==> config.mk <==
export PLATFORM = sky130hd
export DESIGN_NAME = tcb_gpio
export DESIGN_NICKNAME = d
export VERILOG_FILES = /design/src/soc_pkg.sv /design/src/tcb_gpio.sv
export SDC_FILE = /design/constraint.sdc
export NUM_CORES = 1
export LEC_CHECK = 0
export BUFFER_PORTS_ARGS = -buffer_cell sky130_fd_sc_hd__buf_2
export CAP_MARGIN = 15
export CORE_ASPECT_RATIO = 0.6
export CORE_MARGIN = 2
export CORE_UTILIZATION = 46
export DETAILED_ROUTE_END_ITERATION = 10
export PLACE_DENSITY = 0.78
export SLEW_MARGIN = 10
export SYNTH_ARGS = -nofsm -noshare
export SYNTH_HDL_FRONTEND = slang
export SYNTH_SLANG_ARGS = --single-unit
export TNS_END_PERCENT = 10
==> constraint.sdc <==
create_clock -name clk -period 0.9 [get_ports clk]
set_input_delay 0.09 -clock clk [delete_from_list [all_inputs] [get_ports clk]]
set_output_delay 0.09 -clock clk [all_outputs]
set_load 0.01 [all_outputs]
==> src/soc_pkg.sv <==
`default_nettype none

package soc_pkg;

    ////////////////////////////////////////////////////////////////////////////
    // bus geometry
    ////////////////////////////////////////////////////////////////////////////

    // data and address width
    localparam int unsigned xlen = 32;
    // size field, log2 of byte count
    localparam int unsigned siz_w = 2;
    // managers sharing the system bus
    localparam int unsigned n_man = 2;

    ////////////////////////////////////////////////////////////////////////////
    // address map
    ////////////////////////////////////////////////////////////////////////////

    // word index width, 1024 words of data memory
    localparam int unsigned mem_adr = 10;
    // region bit, set for peripherals
    localparam int unsigned per_bit = 12;

    // GPIO register offsets inside the GPIO group
    localparam logic [5:0] gpio_out_ofs = 6'h00;
    localparam logic [5:0] gpio_ena_ofs = 6'h04;
    localparam logic [5:0] gpio_in_ofs  = 6'h08;

    // one address word, two decodings
    typedef union packed {
        // data memory view
        struct packed {
            logic [xlen-per_bit-2:0] top;  // must be zero
            logic                    rgn;  // 0 for memory
            logic [mem_adr-1:0]      idx;  // word index
            logic [1:0]              ofs;  // byte offset
        } mem;
        // peripheral view
        struct packed {
            logic [xlen-per_bit-2:0] top;  // must be zero
            logic                    rgn;  // 1 for peripherals
            logic [per_bit-8:0]      rsv;  // not decoded, aliases
            logic                    grp;  // 0 selects GPIO
            logic [5:0]              ofs;  // register offset
        } per;
    } tcb_adr_t;

endpackage

`default_nettype wire

==> src/tcb_gpio.sv <==
`timescale 1ns/10ps
`default_nettype none

module tcb_gpio (
    // system signals
    input  logic                     clk,
    input  logic                     rst_n,
    // request from decoder, always a word access
    input  logic                     gpio_vld,
    input  logic                     gpio_wen,
    input  logic [soc_pkg::xlen-1:0] gpio_adr,
    input  logic [soc_pkg::xlen-1:0] gpio_wdt,
    // response, one cycle later
    output logic [soc_pkg::xlen-1:0] gpio_rdt,
    // GPIO pins
    output logic [soc_pkg::xlen-1:0] gpio_o,
    output logic [soc_pkg::xlen-1:0] gpio_e,
    input  logic [soc_pkg::xlen-1:0] gpio_i
);

    // peripheral view of the address
    soc_pkg::tcb_adr_t adr;

    assign adr = gpio_adr;

    ////////////////////////////////////////////////////////////////////////////
    // output and enable registers
    ////////////////////////////////////////////////////////////////////////////

    always_ff @(posedge clk or negedge rst_n) begin
        if (!rst_n) begin
            gpio_o <= '0;
            gpio_e <= '0;
        end else if (gpio_vld & gpio_wen) begin
            case (adr.per.ofs)
                soc_pkg::gpio_out_ofs: gpio_o <= gpio_wdt;
                soc_pkg::gpio_ena_ofs: gpio_e <= gpio_wdt;
                // input register is read only
                default: ;
            endcase
        end
    end

    ////////////////////////////////////////////////////////////////////////////
    // read path
    ////////////////////////////////////////////////////////////////////////////

    // input pins sampled at the transfer edge
    // output and enable read back their register values
    always_ff @(posedge clk) begin
        if (gpio_vld & ~gpio_wen) begin
            case (adr.per.ofs)
                soc_pkg::gpio_out_ofs: gpio_rdt <= gpio_o;
                soc_pkg::gpio_ena_ofs: gpio_rdt <= gpio_e;
                soc_pkg::gpio_in_ofs:  gpio_rdt <= gpio_i;
                default:               gpio_rdt <= '0;
            endcase
        end
    end

endmodule: tcb_gpio

`default_nettype wire

[Word level (Yosys, flattened, before mapping)]
Cells that the tools add are included.
Storage, ports and cells
  output and inout bits: 96
  logic and storage cells: 12
  register bits after elaboration: 96
  input port bits: 100
Cells by class
  eq/ne operators: 2
  mux-type cells: 1
  reductions and logical operators: 3
  bitwise logic cells: 3
Operator list (count)
  case mux 32 bit (3 select lines): 1
  == test 6 x 3 -> 1 bit (second input constant): 1
  == test 6 x 4 -> 1 bit (second input constant): 1
  logical NOT 6 bit: 1
  AND reduction 2 bit: 2
  AND 1 bit: 2
  NOT 1 bit: 1

[Logic depth before layout (Yosys ltp)]
  depth after elaboration: 2
  depth in mapped cells: 5
  mapped depth without buffers: 3

[Worst setup path before layout]
OpenSTA, ideal clock, no wires.
  path kind: input port to flip-flop
  from: input gpio_wen
  to: register gpio_rdt[0] (netlist bit) (enable)
  data required time: 0.475 ns
  setup time: 0.425 ns
  path slack: -1.068 ns
  arrival time: 1.542 ns
  buffers on the path: 0
  cell stages on the path: 1
  cells stage by stage: nor2b_1
Between the ends
  cells in the longest elaborated chain, start to end: 2
Ends and longest elaborated chain
  from (decl): RTL line tcb_gpio.sv:10  | input logic gpio_wen,
  NOT 1 bit: RTL line tcb_gpio.sv:51  | if (gpio_vld & ~gpio_wen) begin
  AND 1 bit: RTL line tcb_gpio.sv:51
  to (signal assigned): RTL line tcb_gpio.sv:53  | soc_pkg::gpio_out_ofs: gpio_rdt <= gpio_o;
  to (signal assigned): RTL line tcb_gpio.sv:54  | soc_pkg::gpio_ena_ofs: gpio_rdt <= gpio_e;
  to (signal assigned): RTL line tcb_gpio.sv:55  | soc_pkg::gpio_in_ofs: gpio_rdt <= gpio_i;
  to (decl): RTL line tcb_gpio.sv:14  | output logic [soc_pkg::xlen-1:0] gpio_rdt,
Every way passes these cells.
A chain may end at the register's enable or synchronous reset.

[Worst setup path after layout]
  from: input gpio_adr[4] (netlist bit)
  to: register gpio_e[26] (netlist bit)
Between the ends
  cells in the longest elaborated chain, start to end: 2
Ends and longest elaborated chain
  from (decl): RTL line tcb_gpio.sv:11  | input logic [soc_pkg::xlen-1:0] gpio_adr,
  == test 6 x 3 -> 1 bit: RTL line tcb_gpio.sv:35  | case (adr.per.ofs)
  AND reduction 2 bit (no line)
  to (signal assigned): RTL line tcb_gpio.sv:37  | soc_pkg::gpio_ena_ofs: gpio_e <= gpio_wdt;
  to (decl): RTL line tcb_gpio.sv:17  | output logic [soc_pkg::xlen-1:0] gpio_e,
Every way passes these cells.

==> metrics.csv <==
stage;metric;value;unit
setup_path;worstPathMaxFanout;7;
logic_synthesis;synthFlopType;dfrtp_1;
hold_path;hold_depth;2;
clocking;clockRootBuffer;clkbuf_16;
run;maxCapViolCount;0;
setup_path;r2r-start;gpio_o[0];
finish;drive_gt1_frac;0.622;
setup_path;cp-start-kind;primary input;
pwr;p_per_area;1650;nW/um^2
floorplanning;io_pins;196;
logic_synthesis;synth_edf_count;32;
setup_path;path_cells;buf_6 -> or4_4 -> nor4_4 -> buf_6 -> clkbuf_16 -> mux2_4;
route;antenna_left;0;
logic_synthesis;ys.warnings.count;0;
sta;min_period;1490;ps
sta;setup_viol;192;
placement;dp.cells;531;
logic_synthesis;ys_ff_latch;96;
logic_synthesis;synthDistinctLibCells;16;
route;drtPass1Iterations;4;
route;vias;3005;
placement;place_ws;-931;ps
sta;hold_viol_final;0;
finish;antenna-diode-count;0;
logic_synthesis;syn-instance-count;249;
pwr;ir_drop;0.000978;V
sta;slew_headroom;0.631;
clocking;numCtsBuffers;9;
route;drtIter0Drc;134;
finish;areaGrowthSynthToFinish;47.9;%
logic_synthesis;synthTopCellsByArea;dfrtp_1, edfxtp_1, mux2_2;
pwr;p_clk_frac;0.351;
sta;fmax;0.670;GHz
floorplanning;coreArea;8560;sq um
setup_path;rr_endpoint;gpio_rdt[0];
clocking;cts.htree.levels;3;
pwr;power_frac_seq;0.505;
finish;num-fill-cells;578;
sta;worst_slew_pin_slew;553;ps
finish;fin_area;6030;sq um
route;wire_per_inst;20.1;um
clocking;numClockSinks;96;
clocking;clockBufferDepth;2;
setup_path;crit_path_max_incr_delay;580;ps
logic_synthesis;synth-seq-area-share;0.628;
logic_synthesis;async_flop_share;0.667;
clocking;cts_tree;yes;
setup_path;crit_type;in2reg;
logic_synthesis;avgSynthCellArea;16.4;sq um
setup_path;reg2reg_slack;-10;ps
sta;slew_violations;0;
floorplanning;start_util;0.477;
route;post-route-drc-count;0;
global_route;grt_max_degree;37;
pwr;combPwrFrac;0.144;
sta;rsz0062_at_grt;true;
finish;fin_util;0.705;
logic_synthesis;synth_top_cell_by_area;dfrtp_1;
global_route;gr-total-overflow;0;
logic_synthesis;synth_most_common_cell;dfrtp_1;
hold_path;holdCritPathClass;in2reg;
logic_synthesis;syn-num-nets;349;
floorplanning;die_x;126;um
route;finalWirelength;11400;um
sta;skew;2.74;ps
global_route;grt_pass1_wl;16500;um
setup_path;cp_data_arrival_time;1710;ps
global_route;antenna_found_initial;0;
setup_path;endpoint_kind;flip-flop;
floorplanning;rows;26;
logic_synthesis;syn_area;4080;sq um
pwr;p_switching;0.00242;W
floorplanning;dieHeight;76.9;um
placement;placed_area;5190;sq um
floorplanning;die_area;9660;sq um
sta;setup_ws;-593;ps
setup_path;critPathLaunch;gpio_adr[4];
hold_path;worstHoldStart;gpio_wdt[30];
pwr;switching_share;0.244;
setup_path;cp-endpoint;gpio_e[26];
setup_path;critPathSlowestCell;or4_4;
logic_synthesis;synth_common_cells;dfrtp_1, mux2_2, edfxtp_1, mux2i_1, o2bb2ai_1;
setup_path;worstPathRequired;1120;ps
clocking;clk_latency;330;ps
global_route;track_usage;0.221;
pwr;internal_power;0.00752;W
sta;fin_crit_sh;1.66;
setup_path;crit_top_cell;buf_6;
placement;dp_hpwl;7410;um
pwr;p_leak;2.96;nW
placement;numPortBuffers;169;
clocking;path_clk_slew;60;ps
route;viasPerCell;5.27;
run_status;violations;setup timing;
run_status;status;finished, violations left;
finish;finalNetCount;553;
finish;layout.cells.non_filler;570;
placement;gp_congestion;0.764;
global_route;grt_pass1_vias;3087;
setup_path;reg2reg_depth;2;
logic_synthesis;yosysTopAreaCellShare;0.393;
[state kept, by name, summed over array words and instances, names as in the netlist]
signal and flops:
gpio_e 32, gpio_o 32, gpio_rdt 32
[routing by layer]
metal | GRT usage | wire (um) | vias to the layer above
met2 | 0.368 | 5470 | 105
li1 | - | - | 1364
met1 | 0.288 | 5170 | 1530
met4 | 0.0467 | 63 | 0
met5 | 0 | 0 | -
met3 | 0.0698 | 740 | 6
[stage by stage]
step                setup TNS [ps]  power, W  hold WS [ps]
detailed placement          -87000   0.00629          83.2
global route                -61120    0.0103         0.824
global placement            -84230   0.00624          75.0
floorplan                   -72750   0.00558          -206
CTS                         -55540   0.00990         0.413
finish                      -55930   0.00994          14.9
[timing repair]
item / in CTS / in global routing
endpoints found under the hold margin: 87 / 2
setup endpoints to repair: 192 / 192
hold buffers: 15 / 1
pin swaps: 0 / 2
gates resized for setup: 19 / 55
buffers inserted: 1 / 1
gates cloned: 1 / 4
[cells by family (layout without fill, tap and decap cells)]
kind of cell	after synthesis	after routing	share of synthesized area
compound gates	32	32	0.0687
mux	96	96	0.255
simple gates	7	7	0.0190
flops	96	96	0.628
buf+inv	18	227	0.0285
[layout make-up]
cell class | instances | area [sq um] | share of cell area
clock buffer | 10 | 239 | 0.0396
clock inverter | 6 | 35.0 | 0.00581
inverter | 1 | 3.75 | 0.000622
multi-input combinational | 135 | 1650 | 0.273
sequential | 96 | 2560 | 0.425
tap | 112 | 140 | 0.0232
timing repair buffer | 210 | 1400 | 0.233
[worst min-delay path by stage]
stage	endpoint	slack, ps
2_1_floorplan	gpio_e[0]	-210
3_3_place_gp	gpio_e[19]	70
3_5_place_dp	gpio_e[19]	80
4_1_cts	gpio_o[19]	0.4
5_1_grt	gpio_e[3]	0.8
6_report	gpio_e[30]	10
[critical path: cells and delay by family]
kind	cells	cell delay, ps
and+or+nand+nor	2	860
buffers and inverters	3	450
muxes	1	310
[placed cells by master, fill, tap and decap left out]
cell type        n
buf_12           7
buf_2          162
buf_4            9
buf_6           12
buf_8            1
clkbuf_16       12
clkbuf_8         1
clkinv_2         4
clkinvlp_4       2
dfrtp_1         64
dlygate4sd3_1   16
edfxtp_1        32
inv_1            1
mux2_1           1
mux2_2          11
mux2_4          52
mux2i_1         32
nand2_1          1
nor2b_4          1
nor3b_2          1
nor4_4           2
o2bb2ai_1       26
o2bb2ai_2        6
or2_4            1
or4_4            1
[power groups by stage]
stage	Clock [W]	Sequential, W	Combinational, W
after floorplan	0	0.00519	0.000399
after global placement	0	0.00507	0.00117
after detailed placement	0	0.00508	0.00121
after CTS	0.00358	0.00500	0.00131
after global routing	0.00375	0.00505	0.00153
final	0.00349	0.00502	0.00143
(Power assumes the default switching activity.)
