==> src/soc_pkg.sv <==
`default_nettype none

package soc_pkg;

    ////////////////////////////////////////////////////////////////////////////
    // bus geometry
    ////////////////////////////////////////////////////////////////////////////

    // data and address width
    localparam int unsigned xlen = 32;
    // size field, log2 of byte count
    localparam int unsigned siz_w = 2;
    // managers sharing the system bus
    localparam int unsigned n_man = 2;

    ////////////////////////////////////////////////////////////////////////////
    // address map
    ////////////////////////////////////////////////////////////////////////////

    // word index width, 1024 words of data memory
    localparam int unsigned mem_adr = 10;
    // region bit, set for peripherals
    localparam int unsigned per_bit = 12;

    // GPIO register offsets inside the GPIO group
    localparam logic [5:0] gpio_out_ofs = 6'h00;
    localparam logic [5:0] gpio_ena_ofs = 6'h04;
    localparam logic [5:0] gpio_in_ofs  = 6'h08;

    // one address word, two decodings
    typedef union packed {
        // data memory view
        struct packed {
            logic [xlen-per_bit-2:0] top;  // must be zero
            logic                    rgn;  // 0 for memory
            logic [mem_adr-1:0]      idx;  // word index
            logic [1:0]              ofs;  // byte offset
        } mem;
        // peripheral view
        struct packed {
            logic [xlen-per_bit-2:0] top;  // must be zero
            logic                    rgn;  // 1 for peripherals
            logic [per_bit-8:0]      rsv;  // not decoded, aliases
            logic                    grp;  // 0 selects GPIO
            logic [5:0]              ofs;  // register offset
        } per;
    } tcb_adr_t;

endpackage

`default_nettype wire

==> src/tcb_decoder.sv <==
`timescale 1ns/10ps
`default_nettype none

module tcb_decoder (
    // system signals
    input  logic                      clk,
    input  logic                      rst_n,
    // shared system bus
    input  logic                      bus_vld,
    input  logic                      bus_wen,
    input  logic [soc_pkg::xlen-1:0]  bus_adr,
    input  logic [soc_pkg::siz_w-1:0] bus_siz,
    input  logic [soc_pkg::xlen-1:0]  bus_wdt,
    output logic                      bus_rdy,
    output logic [soc_pkg::xlen-1:0]  bus_rdt,
    output logic                      bus_err,
    // data memory
    output logic                      mem_vld,
    output logic                      mem_wen,
    output logic [soc_pkg::xlen-1:0]  mem_adr,
    output logic [soc_pkg::siz_w-1:0] mem_siz,
    output logic [soc_pkg::xlen-1:0]  mem_wdt,
    input  logic [soc_pkg::xlen-1:0]  mem_rdt,
    // GPIO controller
    output logic                      gpio_vld,
    output logic                      gpio_wen,
    output logic [soc_pkg::xlen-1:0]  gpio_adr,
    output logic [soc_pkg::xlen-1:0]  gpio_wdt,
    input  logic [soc_pkg::xlen-1:0]  gpio_rdt
);

    // address seen through both views
    soc_pkg::tcb_adr_t adr;
    // offset fits the size, size legal
    logic              aln;
    // offset hits one of the GPIO registers
    logic              gpio_hit;
    // target selects
    logic              sel_mem;
    logic              sel_gpio;
    // handshake
    logic              trf;
    // response phase state
    logic              rsp_mem;
    logic              rsp_gpio;
    logic              rsp_err;
    logic              rsp_ren;

    assign adr = bus_adr;

    ////////////////////////////////////////////////////////////////////////////
    // request decoding
    ////////////////////////////////////////////////////////////////////////////

    // size 3 never legal
    always_comb begin
        case (bus_siz)
            2'd0:    aln = 1'b1;
            2'd1:    aln = ~adr.mem.ofs[0];
            2'd2:    aln = (adr.mem.ofs == 2'b00);
            default: aln = 1'b0;
        endcase
    end

    assign gpio_hit = (adr.per.ofs == soc_pkg::gpio_out_ofs)
                    | (adr.per.ofs == soc_pkg::gpio_ena_ofs)
                    | (adr.per.ofs == soc_pkg::gpio_in_ofs);

    // memory region, any legal aligned access
    assign sel_mem  = (adr.mem.top == '0) & ~adr.mem.rgn & aln;
    // GPIO group, word access only, register offsets are word aligned
    assign sel_gpio = (adr.per.top == '0) & adr.per.rgn & ~adr.per.grp
                    & gpio_hit & (bus_siz == 2'd2) & aln;

    // every subordinate is always ready
    assign bus_rdy = 1'b1;
    assign trf     = bus_vld & bus_rdy;

    // error transfers reach nobody
    assign mem_vld  = bus_vld & sel_mem;
    assign mem_wen  = bus_wen;
    assign mem_adr  = bus_adr;
    assign mem_siz  = bus_siz;
    assign mem_wdt  = bus_wdt;

    assign gpio_vld = bus_vld & sel_gpio;
    assign gpio_wen = bus_wen;
    assign gpio_adr = bus_adr;
    assign gpio_wdt = bus_wdt;

    ////////////////////////////////////////////////////////////////////////////
    // response multiplexer
    ////////////////////////////////////////////////////////////////////////////

    always_ff @(posedge clk or negedge rst_n) begin
        if (!rst_n) begin
            rsp_mem  <= 1'b0;
            rsp_gpio <= 1'b0;
            rsp_err  <= 1'b0;
            rsp_ren  <= 1'b0;
        end else begin
            rsp_mem  <= trf & sel_mem;
            rsp_gpio <= trf & sel_gpio;
            rsp_err  <= trf & ~sel_mem & ~sel_gpio;
            rsp_ren  <= trf & ~bus_wen;
        end
    end

    // read data only for reads; writes and errors return zero
    always_comb begin
        if (rsp_ren & rsp_mem) begin
            bus_rdt = mem_rdt;
        end else if (rsp_ren & rsp_gpio) begin
            bus_rdt = gpio_rdt;
        end else begin
            bus_rdt = '0;
        end
    end

    assign bus_err = rsp_err;

endmodule: tcb_decoder

`default_nettype wire

==> config.mk <==
export PLATFORM = sky130hd
export DESIGN_NAME = tcb_decoder
export DESIGN_NICKNAME = d
export VERILOG_FILES = /design/src/soc_pkg.sv /design/src/tcb_decoder.sv
export SDC_FILE = /design/constraint.sdc
export NUM_CORES = 1
export LEC_CHECK = 0
export BUFFER_PORTS_ARGS = -buffer_cell sky130_fd_sc_hd__clkbuf_2
export CAP_MARGIN = 15
export CORE_AREA = 2 2 118 120
export CTS_CLUSTER_SIZE = 12
export DETAILED_ROUTE_END_ITERATION = 8
export DIE_AREA = 0 0 120 122
export GPL_ROUTABILITY_DRIVEN = 1
export PLACE_DENSITY = 0.47
export RECOVER_POWER = 25
export SLEW_MARGIN = 10
export SYNTH_ARGS = -nofsm -noshare
export SYNTH_HDL_FRONTEND = slang
export SYNTH_SLANG_ARGS = --single-unit
==> constraint.sdc <==
create_clock -name clk -period 0.96 [get_ports clk]
set_input_delay 0.048 -clock clk [delete_from_list [all_inputs] [get_ports clk]]
set_output_delay 0.048 -clock clk [all_outputs]
set_load 0.02 [all_outputs]
Word-level counts from Yosys, hierarchy flattened
Cells that the tools add are included.

word-level totals
  logic and storage cells = 37
  bits in registers = 4

operators by class
  reduce and logical (&&, ||, !) cells = 4
  equal/unequal tests = 4
  mux-type cells = 3
  bitwise logic cells = 22

operator list
  cell                number
  $mux 32             2
  $logic_not 19->1    1
  $and 1x1->1         14
  $eq 6x3->1 const B  1
  $eq 6x4->1 const B  1
  $logic_not 6->1     1
  $not 1->1           6
  $logic_not 2->1     2
  $pmux 1 s3          1
  $eq 2x1->1 const B  1
  $eq 2x2->1 const B  1
  $or 1x1->1          2

Depth between registers and ports, before layout
  word-level depth = 8
  depth in mapped cells = 4

Least setup slack after synthesis
No wires, ideal clock.

  kind = input port to flip-flop
  start = input bus_adr[19] (netlist name)
  end = register rsp_mem
  arrival = 1.086 ns
  slack = -0.305 ns
  buffers on the path = 0
  cell stages on the path = 2
  path through = or4_4 nor4_2

between the ends
  cells in the longest elaborated chain, start to end = 4

ends and longest elaborated chain
  item                       RTL line            RTL
  start: declaration         tcb_decoder.sv:11   input logic [soc_pkg::xlen-1:0] bus_adr,
  $logic_not 19->1           tcb_decoder.sv:70   assign sel_mem = (adr.mem.top == '0) & ~adr.mem.rgn & aln;
  $and 1x1->1 (2 in series)  tcb_decoder.sv:70
  $and 1x1->1                --
  net mem_vld                tcb_decoder.sv:18   output logic mem_vld,
  end signal: assignment     tcb_decoder.sv:102  rsp_mem <= trf & sel_mem;
  end: declaration           tcb_decoder.sv:44   logic rsp_mem;

The timed path passes the listed nets, and every way through them passes these cells.

Worst setup path after layout
  start = register rsp_mem
  end = output bus_rdt[18] (netlist name)

between the ends
  cells in the longest elaborated chain, start to end = 2

ends and longest elaborated chain
  item              RTL line            RTL
  $and 1x1->1       tcb_decoder.sv:111  if (rsp_ren & rsp_mem) begin
  $mux 32           tcb_decoder.sv:111
  end: declaration  tcb_decoder.sv:15   output logic [soc_pkg::xlen-1:0] bus_rdt,

Every way passes these cells.

==> impl_results.md <==
* Die X at 120 um
* Critical path class: flop to output port
* Layout Cells excl Fill at 458
* Synth area leaders: buf_4 (64%), a22o_1 (18%), dfrtp_1 (6.4%)
* CTS root buffer: clkbuf_16
* Synthesis-to-finish area growth at 80.64%
* Chip height at 122 um
* Num CTS Buffers at 3
* Reg power frac at 11.7%
* Most common cell after layout, fill and taps aside: clkbuf_2
* Row cnt at 43
* PnR worst setup slack at -500.6 ps
* FMAX at 684.6 MHz
* Mapped Avg Cell Area at 7.828 um2
* Share of cells above drive strength 1 at 93.88%
* Comb pwr share at 45.2%
* Placed instance count at 447
* Int Pwr at 1.002 mW
* Count of cell types in the netlist at 21
* Final HPWL DP at 4661 um
* Sw power at 0.5001 mW
* Final WL at 6154 um
* Period utilisation layout at 152.2%
* DRC viols at 0
* HP Class: input pin to flop
* Netlist Area Pre-Place at 0.001558 mm2
* Hold Crit Start: bus_wen
* Grt total ovfl at 0
* Worst Hold Path EP: rsp_ren$_DFF_PN0_
* Peak VDD IR at 0.0003613 V
* Finished Cell Area at 0.002814 mm2
* Largest net degree at the start of global routing at 17
* Placer Congestion at 0.7370
* Port buffer count at 189
* IO Pins at 302
* Final Hold Viols at 0
* Core area at 0.01350 mm2
* Post-DP Area at 0.002162 mm2
* CP arrival at 1410 ps
* Hold Path Depth at 2
* Slew Viols, Final at 0
* Vias/cell at 3.439
* Register bit total from synthesis at 4
* Sw Share at 33.30%
* Hold WS at 54.93 ps
* Final worst path period need at 1461 ps
* Clock slew seen by the registers of the worst setup and hold paths at 30 ps
* CTS tree: built
* NumNets Final at 414
* DR WL/cell at 13.44 um
* Post-synth top area cell: buf_4
* Commonest non-fill, non-tap cells in the layout: clkbuf_2 (150), a22o_4 (30), buf_8 (29)
* Ys Warns at 0
* Starting DRT DRC Count at 17
* Finished Core Util at 20.84%
* Worst Path Required at 910 ps
* Final setup TNS at -14800 ps
* Vias in the first global route at 1534
* Seq/Total Area, Yosys at 6.426%
* Clock power frac at 43.1%
* Starting density of the core at 11.54%
* First-pass GRT wire length at 8418 um
* Status: finished with violations
* CTS Sinks at 4
* Max H-tree Level at 1
* Yosys top cell area share at 64.10%
* Crit path max fanout at 8
* Synthesized net count at 333
* Worst-case clock buffer depth at 2
* Post-Syn Instances at 199
* Worst setup EP type: output port
* RSZ-0062 raised after global routing: yes
* Crit start category: flop
* Full die area at 0.01464 mm2
* Total of max-cap violations at 0
* Overall global routing resource usage at 7.620%
* Antenna violations before repair at 0
* Drt pass-1 iters at 3
* Antenna diodes at 0
* Failing checks: negative setup slack
* Antenna-violating nets left at 0
* Final setup vio count at 34
* Pwr dens at 533.8 mW/mm2
* Via Count at 1575
* LEAKAGE at 1.525 nW
-- worst max path at each step --
stage,slack (ps),to,startpoint
after floorplan,-140,bus_rdt[0],rsp_ren$_DFF_PN0_
after global placement,-370,gpio_vld,bus_adr[14]
after detailed placement,-370,gpio_vld,bus_adr[14]
after CTS,-490,bus_rdt[17],rsp_mem$_DFF_PN0_
after global routing,-560,bus_rdt[18],rsp_mem$_DFF_PN0_
final,-500,bus_rdt[18],rsp_mem$_DFF_PN0_
-- power by group through the flow --
| stage | sequential [mW] | combinational [mW] | clock, mW |
|---|---|---|---|
| 2_1_floorplan | 0.180 | 0.833 | 0 |
| 3_3_place_gp | 0.177 | 0.634 | 0 |
| 3_5_place_dp | 0.177 | 0.640 | 0 |
| 4_1_cts | 0.176 | 0.657 | 0.657 |
| 5_1_grt | 0.177 | 0.722 | 0.671 |
| 6_report | 0.176 | 0.679 | 0.647 |
-- state kept, by name (all words and copies together), names as in the netlist --
signal and cells:
bus_err 1, rsp_gpio 1, rsp_mem 1, rsp_ren 1
-- area by class of cell --
cell class / count / area, um2
clock buffers: 3 / 75.07
flip-flops and latches: 4 / 100.1
inverters: 1 / 3.754
repair buffers: 216 / 1628
multi-input cells: 54 / 782.0
well taps: 180 / 225.2
fillers: 1474 / 10690
-- metrics by stage --
stage	total power, mW	worst slack [ps]
final	1.502	-500.6
after floorplan	1.013	-135.1
after CTS	1.490	-491.7
after global routing	1.570	-559.1
after detailed placement	0.8178	-371.0
after global placement	0.8114	-373.4
-- per-layer routing --
| layer | vias to the layer above | GRT usage (%) | wire length, um |
|---|---|---|---|
| li1 | 710 | - | - |
| met1 | 675 | 8.347 | 2206 |
| met2 | 186 | 13.42 | 3017 |
| met3 | 4 | 3.511 | 886 |
| met4 | 0 | 1.765 | 44 |
| met5 | - | 0 | 0 |
-- critical path, stage by stage, from the launching register on --
cell,delay [ps]
dfrtp_1,380
buf_6,120
nor2_4,90
buf_6,140
buf_16,140
a22o_1,160
clkbuf_8,150
-- what timing repair did --
action | CTS | global route
pin swaps | 7 | 10
setup endpoints to repair | 35 | 36
resized for setup | 70 | 54
cloned | 4 | 0
endpoints found under the hold margin | 4 | 0
hold buffers | 1 | 0
setup buffers | 4 | 0
-- cell families (layout without fill, tap and decap cells) --
group / after synthesis / after routing / share of synthesized area (%)
compound gates: 36 / 36 / 19.68
buf+inv: 141 / 220 / 66.51
flops: 4 / 4 / 6.426
other cells: 1 / 1 / 0.2407
simple gates: 17 / 17 / 7.149
-- Yosys cell counts --
cell type / count
a21oi_1: 2
a22o_1: 32
and2_1: 1
and3_1: 1
buf_2: 6
buf_4: 133
clkbuf_1: 1
conb_1: 1
dfrtp_1: 4
inv_1: 1
nand2_1: 2
nand4_1: 1
nand4_2: 1
nor2_1: 2
nor2_2: 1
nor3_1: 2
nor4_1: 4
nor4_2: 1
o21bai_1: 1
o41ai_1: 1
or4_4: 1
Power figures use the tool's default switching activity.
