### src/soc_pkg.sv
`default_nettype none

package soc_pkg;

    ////////////////////////////////////////////////////////////////////////////
    // bus geometry
    ////////////////////////////////////////////////////////////////////////////

    // data and address width
    localparam int unsigned xlen = 32;
    // size field, log2 of byte count
    localparam int unsigned siz_w = 2;
    // managers sharing the system bus
    localparam int unsigned n_man = 2;

    ////////////////////////////////////////////////////////////////////////////
    // address map
    ////////////////////////////////////////////////////////////////////////////

    // word index width, 1024 words of data memory
    localparam int unsigned mem_adr = 10;
    // region bit, set for peripherals
    localparam int unsigned per_bit = 12;

    // GPIO register offsets inside the GPIO group
    localparam logic [5:0] gpio_out_ofs = 6'h00;
    localparam logic [5:0] gpio_ena_ofs = 6'h04;
    localparam logic [5:0] gpio_in_ofs  = 6'h08;

    // one address word, two decodings
    typedef union packed {
        // data memory view
        struct packed {
            logic [xlen-per_bit-2:0] top;  // must be zero
            logic                    rgn;  // 0 for memory
            logic [mem_adr-1:0]      idx;  // word index
            logic [1:0]              ofs;  // byte offset
        } mem;
        // peripheral view
        struct packed {
            logic [xlen-per_bit-2:0] top;  // must be zero
            logic                    rgn;  // 1 for peripherals
            logic [per_bit-8:0]      rsv;  // not decoded, aliases
            logic                    grp;  // 0 selects GPIO
            logic [5:0]              ofs;  // register offset
        } per;
    } tcb_adr_t;

endpackage

`default_nettype wire

### src/tcb_arbiter.sv
`timescale 1ns/10ps
`default_nettype none

module tcb_arbiter (
    // system signals
    input  logic                      clk,
    input  logic                      rst_n,
    // manager port 0, core load/store
    input  logic                      m0_vld,
    input  logic                      m0_wen,
    input  logic [soc_pkg::xlen-1:0]  m0_adr,
    input  logic [soc_pkg::siz_w-1:0] m0_siz,
    input  logic [soc_pkg::xlen-1:0]  m0_wdt,
    output logic                      m0_rdy,
    output logic [soc_pkg::xlen-1:0]  m0_rdt,
    output logic                      m0_err,
    // manager port 1, DMA/debug
    input  logic                      m1_vld,
    input  logic                      m1_wen,
    input  logic [soc_pkg::xlen-1:0]  m1_adr,
    input  logic [soc_pkg::siz_w-1:0] m1_siz,
    input  logic [soc_pkg::xlen-1:0]  m1_wdt,
    output logic                      m1_rdy,
    output logic [soc_pkg::xlen-1:0]  m1_rdt,
    output logic                      m1_err,
    // shared system bus
    output logic                      bus_vld,
    output logic                      bus_wen,
    output logic [soc_pkg::xlen-1:0]  bus_adr,
    output logic [soc_pkg::siz_w-1:0] bus_siz,
    output logic [soc_pkg::xlen-1:0]  bus_wdt,
    input  logic                      bus_rdy,
    input  logic [soc_pkg::xlen-1:0]  bus_rdt,
    input  logic                      bus_err
);

    // request and grant, bit k for manager k
    logic [soc_pkg::n_man-1:0] req;
    logic [soc_pkg::n_man-1:0] gnt;
    // one-hot owner of the response in flight
    logic [soc_pkg::n_man-1:0] own;
    // last winner, 1 means port 1
    logic                      lst;
    // handshake on shared bus
    logic                      trf;

    ////////////////////////////////////////////////////////////////////////////
    // round-robin grant
    ////////////////////////////////////////////////////////////////////////////

    assign req = {m1_vld, m0_vld};

    // port 1 wins alone, or on contention when port 0 won last
    assign gnt[1] = req[1] & (~req[0] | ~lst);
    assign gnt[0] = req[0] & ~gnt[1];

    // ready only toward the winner
    assign m0_rdy = gnt[0] & bus_rdy;
    assign m1_rdy = gnt[1] & bus_rdy;

    ////////////////////////////////////////////////////////////////////////////
    // request multiplexer
    ////////////////////////////////////////////////////////////////////////////

    assign bus_vld = |req;
    assign bus_wen = gnt[1] ? m1_wen : m0_wen;
    assign bus_adr = gnt[1] ? m1_adr : m0_adr;
    assign bus_siz = gnt[1] ? m1_siz : m0_siz;
    assign bus_wdt = gnt[1] ? m1_wdt : m0_wdt;

    assign trf = bus_vld & bus_rdy;

    ////////////////////////////////////////////////////////////////////////////
    // response steering
    ////////////////////////////////////////////////////////////////////////////

    // port 0 gets priority out of reset, so pretend port 1 won last
    always_ff @(posedge clk or negedge rst_n) begin
        if (!rst_n) begin
            lst <= 1'b1;
            own <= '0;
        end else begin
            own <= trf ? gnt : '0;
            if (trf) begin
                lst <= gnt[1];
            end
        end
    end

    // loser sees a quiet response
    assign m0_rdt = own[0] ? bus_rdt : '0;
    assign m1_rdt = own[1] ? bus_rdt : '0;
    assign m0_err = own[0] & bus_err;
    assign m1_err = own[1] & bus_err;

endmodule: tcb_arbiter

`default_nettype wire

### config.mk
export PLATFORM = sky130hd
export DESIGN_NAME = tcb_arbiter
export DESIGN_NICKNAME = d
export VERILOG_FILES = /design/src/soc_pkg.sv /design/src/tcb_arbiter.sv
export SDC_FILE = /design/constraint.sdc
export NUM_CORES = 1
export LEC_CHECK = 0
export BUFFER_PORTS_ARGS = -buffer_cell sky130_fd_sc_hd__buf_2
export CORE_AREA = 5 5 116 118
export CTS_CLUSTER_DIAMETER = 150
export DETAILED_ROUTE_END_ITERATION = 8
export DIE_AREA = 0 0 121 123
export PLACE_DENSITY = 0.55
export SLEW_MARGIN = 20
export SYNTH_ARGS = -nofsm -noshare
export SYNTH_HDL_FRONTEND = slang
export SYNTH_SLANG_ARGS = --single-unit
### constraint.sdc
create_clock -name clk -period 2.2 [get_ports clk]
set_clock_uncertainty 0.1 [all_clocks]
set_input_delay 0.33 -clock clk [delete_from_list [all_inputs] [get_ports clk]]
set_output_delay 0.33 -clock clk [all_outputs]
set_load 0.05 [all_outputs]
======== Yosys cells after proc, flatten, opt, wreduce, memory -nomap -nowiden ========
Index checks and enable logic that the tools add are counted.
storage, ports and cells
  register bits ........................... 3
  input bits .............................. 172
  output and inout port bits .............. 136
  word-level logic and storage cells ...... 21
cells by class
  muxes and demuxes ....................... 7
  bitwise operators ....................... 11
  reductions and logical operators ........ 1
operators with widths
  cell              number
  $mux W32          4
  $and A1 B1 Y1     7
  $mux W2           2
  $not A1 Y1        3
  $reduce_or A2 Y1  1
  $mux W1           1
  $or A1 B1 Y1      1

======== Longest topological paths before layout ========
  depth after elaboration ................. 6
  depth in mapped cells ................... 4
  depth with buffers taken out ............ 2

======== Least setup slack after synthesis ========
Ideal clock, no wire load.
  kind .................................... register to output
  start ................................... register lst
  end ..................................... output port m0_rdy
  arrival time ............................ 1.417 ns
  required time ........................... 1.770 ns
  setup slack ............................. 0.353 ns
  cell stages (with the launch flop) ...... 3
  buffers on the path ..................... 0
  cell sequence ........................... dfstp_2 > inv_1 > a21oi_1
between the ends
  word-level cells in the longest chain between the ends .. 6
RTL lines
  what                      RTL line           source
  start: declaration        tcb_arbiter.sv:43  logic lst;
  start signal: assignment  tcb_arbiter.sv:85  lst <= gnt[1];
  $not A1 Y1                tcb_arbiter.sv:54  assign gnt[1] = req[1] & (~req[0] | ~lst);
  $or A1 B1 Y1              tcb_arbiter.sv:54
  $and A1 B1 Y1             tcb_arbiter.sv:54
  $not A1 Y1                tcb_arbiter.sv:55  assign gnt[0] = req[0] & ~gnt[1];
  $and A1 B1 Y1             tcb_arbiter.sv:55
  $and A1 B1 Y1             tcb_arbiter.sv:58  assign m0_rdy = gnt[0] & bus_rdy;
  end: declaration          tcb_arbiter.sv:14  output logic m0_rdy,
No other way between the ends.

======== Final worst setup path ========
  start ................................... register lst
  end ..................................... output port bus_wdt[14] (netlist bit)
between the ends
  word-level cells in the longest chain between the ends .. 4
RTL lines
  what              RTL line           source
  $not A1 Y1        tcb_arbiter.sv:54
  $or A1 B1 Y1      tcb_arbiter.sv:54
  $and A1 B1 Y1     tcb_arbiter.sv:54
  $mux W32          tcb_arbiter.sv:69  assign bus_wdt = gnt[1] ? m1_wdt : m0_wdt;
  end: declaration  tcb_arbiter.sv:31  output logic [soc_pkg::xlen-1:0] bus_wdt,
No other way between the ends.

==> impl_metrics.env <==
export IMPL_rsz0062_at_grt="no"
export IMPL_nets=639
export IMPL_cts_buffers_inserted=3
export IMPL_synth_seq_cells=3
export IMPL_cp_end_kind="output port"
export IMPL_drive_gt1_share_pct=83.0
export IMPL_dp_cells=630
export IMPL_power_density_nw_per_um2=507
export IMPL_wl_met3_um=810
export IMPL_status="complete, no violations"
export IMPL_n_antenna_cell=0
export IMPL_r2r_cells=2
export IMPL_relSlewSlack_pct=78.6
export IMPL_syn_to_final_growth_pct=119
export IMPL_antenna_found_initial=0
export IMPL_grt_pass1_wl_mm=11.3
export IMPL_die_area_um2=14900
export IMPL_clk_latency_ns=0.22
export IMPL_cp_required_ns=1.77
export IMPL_synthArstFlopShare_pct=100
export IMPL_syn_inst=160
export IMPL_clk_pin_slew_ns=0.03
export IMPL_core_um2=12400
export IMPL_final_core_util_pct=27.3
export IMPL_min_period_ns=2.15
export IMPL_syn_area_per_cell_um2=9.63
export IMPL_fmax_mhz=465
export IMPL_wl_mm=8.77
export IMPL_std_cell_rows=41
export IMPL_gr_usage_all_layers_pct=9.41
export IMPL_arrival_ns=1.72
export IMPL_power_leakage_nw=2.03
export IMPL_ant_nets=0
export IMPL_hold_depth=2
export IMPL_drv_cap=0
export IMPL_synthTopCellsByArea="mux2_4, mux2_2, and2_1"
export IMPL_worst_path_most_repeated_cell="buf_12"
export IMPL_drt_met1_wl_mm=3.39
export IMPL_cts_tree="built"
export IMPL_hold_path_class="input pin to flop"
export IMPL_drt_iter0_drc=85
export IMPL_die_width_um=121
export IMPL_synth_top_flop_cell="dfrtp_1"
export IMPL_synth_cell_area_um2=1540
export IMPL_worstMarginPinSlew_ns=0.323
export IMPL_synth_edff_count=0
export IMPL_cts_sinks=3
export IMPL_synth_common_cells="and2_1, mux2_2, mux2_4, clkbuf_1, a21oi_1"
export IMPL_start_util_pct=12.5
export IMPL_place_hpwl_mm=7.48
export IMPL_clock_root_buffer="clkbuf_16"
export IMPL_io_buffers=307
export IMPL_setup_viol=0
export IMPL_synth_top_cell_area_share_pct=29.2
export IMPL_drtPass1Iterations=4
export IMPL_tns_ns=0
export IMPL_synth_nets=332
export IMPL_yosys_area_top_type="mux2_4"
export IMPL_highest_layer="met4"
export IMPL_stdcell_area_um2=3370
export IMPL_hold_viol=0
export IMPL_cts_htree_levels=1
export IMPL_pin_count=308
export IMPL_cp_cell_sequence="a21boi_4 > buf_12 > buf_12 > mux2_4 > buf_2"
export IMPL_viasPerCell=3.58
export IMPL_vdd_drop_max_mv=0.355
export IMPL_cp_max_fo=28
export IMPL_yosysSeqAreaShare_pct=4.96
export IMPL_die_y_um=123
export IMPL_synth_most_common_cell="and2_1"
export IMPL_gp_congestion=0.848
export IMPL_wire_per_inst_um=13.7
export IMPL_grt_pass1_vias=2174
export IMPL_placed_cell_area_um2=3220
export IMPL_route_met2_wl_mm=4.48
export IMPL_period_share_pct=97.8
export IMPL_cpPeakStageDelay_ns=0.57
export IMPL_overflow=0
export IMPL_path_class="flop to output port"
export IMPL_maxSlewViolCount=0
export IMPL_cp_start_kind="flop"
export IMPL_drc=0
export IMPL_synth_distinct_cells=15
export IMPL_yosysWarnings=0
export IMPL_cp_slowest_cell="dfstp_2"
export IMPL_grt_start_max_net_pins=58
export IMPL_clk_path_buf_depth=2
export IMPL_vias=2286
export IMPL_stdcell_count=638
## cell families after synthesis
kind of cell | Yosys count | synth area share [%]
and+or+nand+nor | 70 | 28.1
buffers and inverters | 14 | 7.80
AOI/OAI and AO/OA | 6 | 2.84
muxes | 67 | 56.3
DFF | 3 | 4.96
## where the power goes
part / switching (mW) / internal [mW] / leakage (nW)
clock network: 0.0508 / 0.239 / 0.0382
logic: 0.898 / 0.452 / 1.96
registers: 0.00657 / 0.0645 / 0.0369
## path summary, 6_finish.rpt
path                                  from                to  slack (ns)
max reg2reg                lst$_DFFE_PN1P_  own[0]$_DFF_PN0_        1.21
min in group asynchronous            rst_n  own[1]$_DFF_PN0_        0.34
max in group asynchronous            rst_n   lst$_DFFE_PN1P_        1.46
min reg2reg                lst$_DFFE_PN1P_   lst$_DFFE_PN1P_        0.45
max                        lst$_DFFE_PN1P_       bus_wdt[14]        0.05
min                                 m1_vld  own[0]$_DFF_PN0_        0.25
## per-layer routing
layer,vias up,global-route usage [%]
met3,9,2.06
met2,143,17.0
met1,976,11.5
met4,0,1.84
li1,1158,-
met5,-,0
## what timing repair did
item / 4_1_cts / 5_1_grt
hold endpoints to repair: 3 / 0
hold buffers: 1 / 0
setup buffers: 0 / 1
gates cloned: 0 / 2
resized for setup: 1 / 9
pin swaps: 0 / 1
setup endpoints to repair: 1 / 57
## cells in the final DEF (no fill, tap or decap), types with 2 or more instances in the layout
cell	netlist	final
and2_1	66	66
mux2_4	30	30
dfrtp_1	2	2
clkbuf_16	0	4
buf_4	3	5
nand2_1	2	2
buf_6	1	2
mux2_2	37	37
a21oi_1	5	5
buf_12	3	2
buf_2	0	304
## sequential cells by signal, summed over array words and instances, names as in the netlist
| name | count |
|---|---|
| lst | 1 |
| own | 2 |
## critical path, delay by kind of cell (launching register included)
| family | cells | cell delay, ns |
|---|---|---|
| AO/OA/AOI/OAI | 1 | 0.07 |
| buffers and inverters | 3 | 0.53 |
| flip-flops | 1 | 0.57 |
| multiplexers | 1 | 0.31 |
## layout make-up
cell class	count	area, um^2
fillers	1368	8990
flip-flops and latches	3	76.3
clock buffers	4	78.8
repair buffers	315	1660
inverters	1	3.75
well taps	172	215
multi-input cells	143	1340
## stage by stage
| step | total power, mW | setup slack, ns | hold slack [ns] |
|---|---|---|---|
| detailed placement | 1.39 | 0.137 | 0.0294 |
| global placement | 1.39 | 0.175 | 0.0283 |
| global route | 1.79 | 0.000496 | 0.267 |
| CTS | 1.69 | 0.00484 | 0.244 |
| floorplan | 1.08 | 0.353 | -0.0656 |
| finish | 1.71 | 0.0477 | 0.246 |
No activity file was read; power rests on OpenSTA's default activity.
